===== src/hw/mosaic_geom_pkg.sv =====
package mosaic_geom_pkg;

   // Block grid and block size in pixels.
   localparam int HBLKS = 4;
   localparam int VBLKS = 3;
   localparam int BLK_W = 4;
   localparam int BLK_H = 4;

   localparam int FRAME_W    = HBLKS * BLK_W;
   localparam int FRAME_H    = VBLKS * BLK_H;
   localparam int PX_PER_BLK = BLK_W * BLK_H;

   // Index widths for block coordinates and the position inside a block.
   localparam int HT_W = (HBLKS > 1) ? $clog2(HBLKS) : 1;
   localparam int VT_W = (VBLKS > 1) ? $clog2(VBLKS) : 1;
   localparam int BX_W = (BLK_W > 1) ? $clog2(BLK_W) : 1;
   localparam int BY_W = (BLK_H > 1) ? $clog2(BLK_H) : 1;

   localparam logic [HT_W-1:0] HT_LAST = HT_W'(HBLKS - 1);
   localparam logic [VT_W-1:0] VT_LAST = VT_W'(VBLKS - 1);
   localparam logic [BX_W-1:0] BX_LAST = BX_W'(BLK_W - 1);
   localparam logic [BY_W-1:0] BY_LAST = BY_W'(BLK_H - 1);

   localparam int ACC_W = $clog2(PX_PER_BLK * 255 * 512 + 1); // Full-scale block sum fits.

   // Luma weights scaled so that they sum to 512.
   localparam logic [ACC_W-1:0] W_R = ACC_W'(109);
   localparam logic [ACC_W-1:0] W_G = ACC_W'(366);
   localparam logic [ACC_W-1:0] W_B = ACC_W'(37);

   localparam logic [ACC_W-1:0] LUMA_THRES = ACC_W'(PX_PER_BLK * 128 * 512); // Mean luma 128.

endpackage


===== src/hw/mosaic_bus_pkg.sv =====
package mosaic_bus_pkg;

   localparam int WB_ADR_W = 8;
   localparam int WB_DAT_W = 8; // Must hold one bitmap row.

   // Bitmap row r is mapped at word address ROW_BASE + r.
   localparam logic [WB_ADR_W-1:0] ROW_BASE = WB_ADR_W'('h10);
   localparam logic [WB_ADR_W-1:0] ROW_CNT  = WB_ADR_W'(mosaic_geom_pkg::VBLKS);

endpackage


===== src/hw/blk_timing.sv =====
`timescale 1ns/10ps

module blk_timing (
   input  logic                             clk_i,
   input  logic                             rst_n_i,
   input  logic                             vs_i,
   input  logic                             de_i,
   input  logic [23:0]                      wd_i,
   output logic [mosaic_geom_pkg::HT_W-1:0] ht_o,
   output logic [mosaic_geom_pkg::VT_W-1:0] vt_o,
   output logic                             px_valid_o,
   output logic [23:0]                      px_o,
   output logic                             row_end_o,
   output logic                             frame_start_o
);

   logic [mosaic_geom_pkg::BX_W-1:0] bx_q;   // Pixel position inside the current block.
   logic [mosaic_geom_pkg::HT_W-1:0] hcol_q; // Block column of the next pixel.
   logic [mosaic_geom_pkg::BY_W-1:0] by_q;   // Line position inside the current block row.
   logic [mosaic_geom_pkg::VT_W-1:0] vrow_q; // Block row of the current line.
   logic                             de_fall;

   assign de_fall = px_valid_o & ~de_i; // Last pixel of a line was on the previous cycle.

   always_ff @(posedge clk_i or negedge rst_n_i) begin
      if (!rst_n_i) begin
         bx_q       <= '0;
         hcol_q     <= '0;
         ht_o       <= '0;
         px_valid_o <= 1'b0;
      end else begin
         px_valid_o <= de_i;
         if (de_i) begin
            ht_o <= hcol_q; // Column tag travels with the registered pixel.
            if (bx_q == mosaic_geom_pkg::BX_LAST) begin
               bx_q <= '0;
               if (hcol_q == mosaic_geom_pkg::HT_LAST) begin
                  hcol_q <= '0;
               end else begin
                  hcol_q <= hcol_q + 1'b1;
               end
            end else begin
               bx_q <= bx_q + 1'b1;
            end
         end else begin
            bx_q   <= '0; // Every line starts at column 0.
            hcol_q <= '0;
         end
      end
   end

   always_ff @(posedge clk_i or negedge rst_n_i) begin
      if (!rst_n_i) begin
         by_q          <= '0;
         vrow_q        <= '0;
         vt_o          <= '0;
         row_end_o     <= 1'b0;
         frame_start_o <= 1'b0;
      end else begin
         frame_start_o <= vs_i;
         row_end_o     <= 1'b0;
         if (vs_i) begin
            by_q   <= '0;
            vrow_q <= '0;
         end else if (de_fall) begin
            if (by_q == mosaic_geom_pkg::BY_LAST) begin
               by_q      <= '0;
               vt_o      <= vrow_q; // The row that this pulse closes.
               row_end_o <= 1'b1;
               if (vrow_q == mosaic_geom_pkg::VT_LAST) begin
                  vrow_q <= '0;
               end else begin
                  vrow_q <= vrow_q + 1'b1;
               end
            end else begin
               by_q <= by_q + 1'b1;
            end
         end
      end
   end

   always_ff @(posedge clk_i) begin
      px_o <= wd_i;
   end

endmodule


===== src/hw/luma_accum.sv =====
`timescale 1ns/10ps

module luma_accum (
   input  logic                             clk_i,
   input  logic                             rst_n_i,
   input  logic [mosaic_geom_pkg::HT_W-1:0] ht_i,
   input  logic [mosaic_geom_pkg::VT_W-1:0] vt_i,
   input  logic                             px_valid_i,
   input  logic [23:0]                      px_i,
   input  logic                             row_end_i,
   output logic                             bit_we_o,
   output logic [mosaic_geom_pkg::HT_W-1:0] bit_ht_o,
   output logic [mosaic_geom_pkg::VT_W-1:0] bit_vt_o,
   output logic                             bit_o
);

   // One running sum per block column, shared by all lines of a block row.
   logic [mosaic_geom_pkg::ACC_W-1:0] acc_q [mosaic_geom_pkg::HBLKS];
   logic [mosaic_geom_pkg::ACC_W-1:0] luma;

   logic                             scan_act_q; // Columns 1 and up still to be thresholded.
   logic [mosaic_geom_pkg::HT_W-1:0] scan_col_q;
   logic                             sel_go;
   logic [mosaic_geom_pkg::HT_W-1:0] sel_col;

   assign luma = mosaic_geom_pkg::W_R * px_i[23:16]
               + mosaic_geom_pkg::W_G * px_i[15:8]
               + mosaic_geom_pkg::W_B * px_i[7:0];

   // The row-end pulse itself handles column 0, so the scan needs no idle cycle.
   assign sel_go  = row_end_i | scan_act_q;
   assign sel_col = row_end_i ? '0 : scan_col_q;

   always_ff @(posedge clk_i or negedge rst_n_i) begin
      if (!rst_n_i) begin
         acc_q <= '{default: '0};
      end else begin
         if (px_valid_i) begin
            acc_q[ht_i] <= acc_q[ht_i] + luma;
         end
         if (sel_go) begin
            acc_q[sel_col] <= '0; // Cleared as it is thresholded.
         end
      end
   end

   always_ff @(posedge clk_i or negedge rst_n_i) begin
      if (!rst_n_i) begin
         scan_act_q <= 1'b0;
         scan_col_q <= '0;
      end else if (sel_go) begin
         if (sel_col == mosaic_geom_pkg::HT_LAST) begin
            scan_act_q <= 1'b0;
            scan_col_q <= '0;
         end else begin
            scan_act_q <= 1'b1;
            scan_col_q <= sel_col + 1'b1;
         end
      end
   end

   always_ff @(posedge clk_i or negedge rst_n_i) begin
      if (!rst_n_i) begin
         bit_we_o <= 1'b0;
         bit_ht_o <= '0;
         bit_vt_o <= '0;
         bit_o    <= 1'b0;
      end else begin
         bit_we_o <= sel_go;
         if (row_end_i) begin
            bit_vt_o <= vt_i; // Held for the whole scan.
         end
         if (sel_go) begin
            bit_ht_o <= sel_col;
            bit_o    <= (acc_q[sel_col] >= mosaic_geom_pkg::LUMA_THRES);
         end
      end
   end

endmodule


===== src/hw/blk_bitmap.sv =====
`timescale 1ns/10ps

module blk_bitmap (
   input  logic                                 clk_i,
   input  logic                                 rst_n_i,
   input  logic                                 bit_we_i,
   input  logic [mosaic_geom_pkg::HT_W-1:0]     bit_ht_i,
   input  logic [mosaic_geom_pkg::VT_W-1:0]     bit_vt_i,
   input  logic                                 bit_i,
   input  logic                                 frame_start_i,
   input  logic                                 wb_cyc_i,
   input  logic                                 wb_stb_i,
   input  logic                                 wb_we_i,
   input  logic [mosaic_bus_pkg::WB_ADR_W-1:0]  wb_adr_i,
   output logic [mosaic_bus_pkg::WB_DAT_W-1:0]  wb_dat_o,
   output logic                                 wb_ack_o
);

   logic [mosaic_geom_pkg::HBLKS-1:0] work_q [mosaic_geom_pkg::VBLKS]; // Filled by the scan.
   logic [mosaic_geom_pkg::HBLKS-1:0] disp_q [mosaic_geom_pkg::VBLKS]; // Seen by the bus.

   logic                                req;
   logic                                row_hit;
   logic [mosaic_bus_pkg::WB_ADR_W-1:0] row_off;
   logic [mosaic_bus_pkg::WB_DAT_W-1:0] rd_data;

   assign req     = wb_cyc_i & wb_stb_i;
   assign row_off = wb_adr_i - mosaic_bus_pkg::ROW_BASE; // Wraps high below the base.
   assign row_hit = (row_off < mosaic_bus_pkg::ROW_CNT);

   always_comb begin
      rd_data = '0;
      if (row_hit && !wb_we_i) begin
         rd_data[mosaic_geom_pkg::HBLKS-1:0] = disp_q[row_off[mosaic_geom_pkg::VT_W-1:0]];
      end
   end

   always_ff @(posedge clk_i or negedge rst_n_i) begin
      if (!rst_n_i) begin
         work_q <= '{default: '0};
         disp_q <= '{default: '0};
      end else begin
         if (bit_we_i) begin
            work_q[bit_vt_i][bit_ht_i] <= bit_i;
         end
         if (frame_start_i) begin
            disp_q <= work_q; // The finished frame becomes visible.
         end
      end
   end

   // One ack per request, then at least one idle cycle.
   always_ff @(posedge clk_i or negedge rst_n_i) begin
      if (!rst_n_i) begin
         wb_ack_o <= 1'b0;
      end else begin
         wb_ack_o <= req & ~wb_ack_o;
      end
   end

   always_ff @(posedge clk_i) begin
      if (req && !wb_ack_o) begin
         wb_dat_o <= rd_data;
      end
   end

endmodule


===== src/hw/mosaic_top.sv =====
`timescale 1ns/10ps

module mosaic_top (
   input  logic                                clk_i,
   input  logic                                rst_n_i,
   input  logic                                vs_i,
   input  logic                                de_i,
   input  logic [23:0]                         wd_i,
   input  logic                                wb_cyc_i,
   input  logic                                wb_stb_i,
   input  logic                                wb_we_i,
   input  logic [mosaic_bus_pkg::WB_ADR_W-1:0] wb_adr_i,
   output logic [mosaic_bus_pkg::WB_DAT_W-1:0] wb_dat_o,
   output logic                                wb_ack_o
);

   logic [mosaic_geom_pkg::HT_W-1:0] ht;
   logic [mosaic_geom_pkg::VT_W-1:0] vt;
   logic                             px_valid;
   logic [23:0]                      px;
   logic                             row_end;
   logic                             frame_start;

   logic                             bit_we;
   logic [mosaic_geom_pkg::HT_W-1:0] bit_ht;
   logic [mosaic_geom_pkg::VT_W-1:0] bit_vt;
   logic                             bit_val;

   blk_timing i_decode (
      .clk_i         (clk_i),
      .rst_n_i       (rst_n_i),
      .vs_i          (vs_i),
      .de_i          (de_i),
      .wd_i          (wd_i),
      .ht_o          (ht),
      .vt_o          (vt),
      .px_valid_o    (px_valid),
      .px_o          (px),
      .row_end_o     (row_end),
      .frame_start_o (frame_start)
   );

   luma_accum i_execute (
      .clk_i      (clk_i),
      .rst_n_i    (rst_n_i),
      .ht_i       (ht),
      .vt_i       (vt),
      .px_valid_i (px_valid),
      .px_i       (px),
      .row_end_i  (row_end),
      .bit_we_o   (bit_we),
      .bit_ht_o   (bit_ht),
      .bit_vt_o   (bit_vt),
      .bit_o      (bit_val)
   );

   blk_bitmap i_result (
      .clk_i         (clk_i),
      .rst_n_i       (rst_n_i),
      .bit_we_i      (bit_we),
      .bit_ht_i      (bit_ht),
      .bit_vt_i      (bit_vt),
      .bit_i         (bit_val),
      .frame_start_i (frame_start),
      .wb_cyc_i      (wb_cyc_i),
      .wb_stb_i      (wb_stb_i),
      .wb_we_i       (wb_we_i),
      .wb_adr_i      (wb_adr_i),
      .wb_dat_o      (wb_dat_o),
      .wb_ack_o      (wb_ack_o)
   );

endmodule


===== config.mk =====
export PLATFORM = sky130hd
export DESIGN_NAME = mosaic_top
export DESIGN_NICKNAME = d
export VERILOG_FILES = /design/src/hw/mosaic_geom_pkg.sv /design/src/hw/mosaic_bus_pkg.sv /design/src/hw/blk_timing.sv /design/src/hw/luma_accum.sv /design/src/hw/blk_bitmap.sv /design/src/hw/mosaic_top.sv
export SDC_FILE = /design/constraint.sdc
export NUM_CORES = 1
export LEC_CHECK = 0
export ABC_AREA = 1
export BUFFER_PORTS_ARGS = -buffer_cell sky130_fd_sc_hd__buf_2
export CAP_MARGIN = 30
export CORE_MARGIN = 1.5
export CORE_UTILIZATION = 57
export CTS_CLUSTER_SIZE = 10
export DETAILED_ROUTE_END_ITERATION = 6
export PLACE_DENSITY_LB_ADDON = 0.1
export SLEW_MARGIN = 20
export SYNTH_ARGS = -nofsm -noshare
export SYNTH_HDL_FRONTEND = slang
export SYNTH_SLANG_ARGS = --single-unit

===== constraint.sdc =====
create_clock -name clk_i -period 8.1 [get_ports clk_i]
set_input_delay 0.405 -clock clk_i [delete_from_list [all_inputs] [get_ports clk_i]]
set_output_delay 0.405 -clock clk_i [all_outputs]
set_load 0.005 [all_outputs]

# Word level (Yosys, flattened, before mapping)
# Cells that the tools add are included.
# W data, S select, Z words.
# totals
inputBits,39
output_inout_bits,9
regBits,161
word_cells,121
# classes
add_sub_neg,9
reduce_logical,12
muxes,39
n_mul,3
bitwise_logic,13
eq_ne,6
order_cmp,11
# ops
cell,count
$mux W84,2
$mux W21,6
$and A84 B84 Y84,1
$bmux W21 S2,2
$bwmux W84,1
$demux W21 S2,2
$not A84 Y84,1
$mux W2,14
$add A21 B14 Y21,1
$add A21 B21 Y21,1
$ge A21 B21 Y1 const B,1
$add A15 B17 Y18,1
$mul A8 B8 Y16 const A,1
$mul A7 B8 Y15 const A,1
$mul A6 B8 Y14 const A,1
$bwmux W12,1
$ge A3 B3 Y1 const B,4
$mux W4,3
$not A2 Y3,4
$add A2 B1 Y2 const B,5
$eq A2 B2 Y1 const B,5
$lt A3 B1 Y1 const B,3
$bmux W4 S2,1
$demux W4 S2,1
other kinds (15),30

# Depth between registers and ports, before layout
# logic_depth
ltp_word,9
ltp_mapped,41
mapped_depth_nobuf,41

# By module
# From an unflattened synthesis, not the netlist that was laid out.
# hier_totals
hier_cells,1405
area_unflattened_um2,11873.9
# by_module_without_submodules
module,cells_each,instances,area_per_inst_um2,seq_area_each_um2
luma_accum,1161,1,9406.5,2327.2
blk_bitmap,154,1,1357.6,745.7
blk_timing,90,1,1109.8,855.8

# Least setup slack after synthesis
# No wires, ideal clock.
# synth_path
path_kind,reg-to-reg
from,register i_decode.px_o[13]
to,register i_execute.acc_q[80] in the netlist's numbering
setup_ns,0.113
arrival_time_ns,7.860
n_path_buf,0
setup_slack_ns,0.127
t_required_ns,7.987
period_less_slack_ns,7.973
path_stages_with_launch,39
cell_sequence,dfxtp_1 > fa_1 > inv_1 > fa_1 > inv_1 > fa_1 > inv_1 > fa_1 > inv_1 > ha_1 > a21o_1 > a21oi_1 > xnor2_1 > ha_1 > inv_1 > fa_1 > fa_1 > inv_1 > [3 not listed] > a21oi_1 > xnor2_1 > ha_1 > ha_1 > inv_1 > fa_1 > inv_1 > ha_1 > nand2_1 > inv_1 > a21oi_1 > nor2_1 > nor2_1 > nand2_1 > nand2_1 > nand3_1 > nand2_1 > inv_1
# synth_between
elab_chain_len,8
# synth_rtl
item,line_no,text
"start, declared",blk_timing.sv:12,"output logic [23:0] px_o,"
"start signal, assigned",blk_timing.sv:83,px_o <= wd_i;
$mul A8 B8 Y16 *,luma_accum.sv:27,+ mosaic_geom_pkg::W_G * px_i[15:8]
$add A15 B17 Y18 *,luma_accum.sv:27,
$add A21 B14 Y21 *,luma_accum.sv:28,+ mosaic_geom_pkg::W_B * px_i[7:0];
$add A21 B21 Y21 *,luma_accum.sv:39,acc_q[ht_i] <= acc_q[ht_i] + luma;
$bwmux W84 *,luma_accum.sv:39,
$mux W84 *,luma_accum.sv:38,if (px_valid_i) begin
$and A84 B84 Y84 (no line),--,
$mux W84 *,luma_accum.sv:41,if (sel_go) begin
"end signal, assigned by index",luma_accum.sv:39,
"end, declared",luma_accum.sv:18,logic [mosaic_geom_pkg::ACC_W-1:0] acc_q [mosaic_geom_pkg::HBLKS];
# Mark *: on every way between the ends. The rest lies on a longest branch, timed or not.
# A chain may end at the register's enable or synchronous reset.

# Worst setup path in the final report
# layout_path
from,register i_decode.px_o[10]
to,register i_execute.acc_q[59] in the netlist's numbering
# Same word-level chain as after synthesis.

==> metrics.md <==
| Metric | Value |
|---|---|
| Count leader, synth | `inv_1` |
| Final Hold Viols | `0` |
| Final wirelength | `30100 um` |
| Clock sink total | `161` |
| Min-Delay Startpoint | `wd_i[12]` |
| Slowest CP cell | `fa_1` |
| Multi-input logic area | `7530 um^2` |
| Ant diodes | `0` |
| FFs w/ async S/R, synth | `0.826` |
| CP Capture Type | `flop` |
| Num CTS Buffers | `17` |
| Most common cell on crit path | `fa_1` |
| Via count | `9898` |
| DRT iter0 DRCs | `693` |
| Vias per Instance | `5.36` |
| Pre-CTS setup slack | `-0.383 ns` |
| Reg2Reg Launch Point | `i_decode.px_o[10]$_DFF_P_` |
| RSZ-0062 raised after global routing | `true` |
| Die ar. | `22300 um^2` |
| Met3 Use GR | `0.0486` |
| Min-delay worst type | `input port to flop` |
| Final setup margin | `0.0510 ns` |
| Mapped Cells | `1451` |
| Worst Setup SP | `i_decode.px_o[10]$_DFF_P_` |
| Final net count | `1810` |
| Root Driver | `clkbuf_16` |
| Slew @ Worst Pin | `0.911 ns` |
| Met2 Track Usage GR | `0.456` |
| Core area | `21000 um^2` |
| Critical Path Source Type | `flop` |
| Post-Synthesis Cell Area | `12200 um^2` |
| Synth area leaders | `dfrtp_1 (27%), ha_1 (15%), fa_1 (12%)` |
| Maximum clock insertion buffer count | `2` |
| Status | `completed` |
| Register area | `3940 um^2` |
| CP arrival | `8.39 ns` |
| Ys Warns | `0` |
| Depth of the CTS H-tree | `4` |
| Post-synth top area share | `0.273` |
| Gpl congestion | `0.938` |
| Max-slew headroom | `0.391` |
| Final period utilization | `0.994` |
| Area growth from synthesis to final layout | `20.3%` |
| Synth Flop Type | `dfrtp_1` |
| Max Clk Rate | `124 MHz` |
| Setup Skew | `0.0158 ns` |
| Std cell rows | `53` |
| Largest net degree at the start of global routing | `69` |
| Port bufs | `43` |
| Drt first pass iters | `5` |
| Clock Latency Late Sink | `0.45 ns` |
| I/O pin count | `48` |
| Setup TNS | `0 ns` |
| Busiest grt layer | `met2` |
| CP required | `8.44 ns` |
| Largest area contributor in the netlist | `dfrtp_1` |
| Starting Density | `0.580` |
| Post-route DRC | `0` |
| Max FO, Critical Path | `4` |
| Slowest stage delay, CP | `0.58 ns` |
| Top cells by count, synth | `inv_1 (360), nand2_1 (185), ha_1 (142)` |
| Crit Path Category | `flop to flop` |
| Chip height | `149 um` |
| First-pass GRT wire length | `48900 um` |
| GRT overflow | `0` |
| Max-capacitance violation count | `0` |
| Chip width | `149 um` |
| Drt wl/cell | `16.3 um` |
| Antenna viol nets, final | `0` |
| Dpl hpwl | `20700 um` |
| Layout cells sized above 1 | `0.211` |
| Syn avg cell area | `8.40 um^2` |
| Post-route minimum period | `8.05 ns` |
| Fill cells | `1622` |
| Vias in the first global route | `9993` |
| CTS tree | `yes` |
| # setup viols final | `0` |
| Clock slew at reported path FFs | `0.07 ns` |
| Seq cells post-synth | `161` |
| Post-synth EDFFs | `4` |
| Gr usage total | `0.281` |
| Seq/Total Area, Yosys | `0.322` |
| Max-slew violations | `0` |
| Met1 usage | `0.384` |
| Yosys cell types | `40` |
| Initial antenna violation count | `0` |
[critical path, delay by kind of cell (launching register included)]
kind	cells	cell delay (ns)
compound gates	1	0.30
simple gates	8	0.80
fa+ha+maj	13	5.44
flops	1	0.34
buf+inv	9	0.75
xor+xnor	2	0.33
[cell families (layout without fill, tap and decap cells)]
kind of cell	count (synthesis)	after routing	synth area share
mux	4	4	0.00370
other cells	1	4	0.000308
flops	161	161	0.322
fa+ha+maj	213	213	0.263
compound gates	277	277	0.133
buf+inv	405	522	0.130
xor+xnor	29	29	0.0208
simple gates	361	361	0.127
[registers in the layout, summed over array words and instances, names as in the netlist, 4 cells and up]
signal and count:
i_execute.acc_q 84, i_decode.px_o 24, i_result.disp_q 12, i_result.work_q 12, i_result.wb_dat_o 4
[metal layers]
layer  vias up  share of wire  routed length [um]
li1       4826              -                   -
met1      4759           0.44               13300
met2       266           0.48               14400
met3        47          0.059                1770
met4         0          0.019                 559
met5         -              0                   0
[cells in the final DEF (no fill, tap or decap), types with 6 or more instances in the layout]
cell,count
inv_2,25
fa_1,69
nand2_2,28
o211ai_1,17
ha_1,120
nor2_2,12
a221oi_1,10
o21ai_0,69
a21oi_1,74
a31oi_1,10
nand3_2,13
ha_4,19
a22oi_1,9
nor2_4,9
o21a_1,10
o21bai_1,13
inv_1,343
a21oi_4,6
nor3_1,8
a21oi_2,16
nand3_4,7
o21ai_1,6
nor2_1,56
nand2_1,145
buf_4,75
dfrtp_1,133
dfxtp_1,19
nand3_1,58
xor2_1,14
buf_2,42
xnor2_1,9
clkbuf_16,17
nand2_4,13
o22ai_1,21
[area by class of cell]
cell class                 count  area share
inverter                     368      0.0943
tap                          275      0.0235
sequential                   161       0.269
timing repair buffer         122      0.0565
multi-input combinational    888       0.514
clock inverter                15      0.0142
clock buffer                  17      0.0290
[final timing paths]
| kind | endpoint | slack [ns] | cells after the start |
|---|---|---|---|
| worst min register to register | i_decode.bx_q[0]$_DFF_PN0_ | 0.43 | 1 |
| min in group asynchronous | i_decode.bx_q[1]$_DFF_PN0_ | 0.51 | 2 |
| max in group asynchronous | i_execute.acc_q[35]$_DFF_PN0_ | 6.26 | 3 |
| worst min-delay path | i_decode.px_o[12]$_DFF_P_ | 0.06 | 1 |
| worst max register to register | i_execute.acc_q[59]$_DFF_PN0_ | 0.05 | 33 |
| worst max-delay path | i_execute.acc_q[59]$_DFF_PN0_ | 0.05 | 33 |
[stage by stage]
stage          cells   util  hold WS, ns  area (um^2)
2_1_floorplan   1454      -        0.109        12200
5_1_grt         1846  0.697       0.0536        14700
6_report        1846  0.697       0.0601        14700
4_1_cts         1838  0.670       0.0539        14100
3_5_place_dp    1800  0.620        0.427        13000
3_3_place_gp    1800  0.620        0.419        13000
[what timing repair did]
action / CTS / global route
hold endpoints to repair: 65 / 0
endpoints found under the setup margin: 52 / 52
resized for setup: 65 / 131
pin swaps: 21 / 89
hold buffers: 1 / 0
setup buffers: 5 / 8
Power is left out: the tool's default activity adds up to more than one toggle a clock period on the data nets, which glitch-free logic cannot reach.
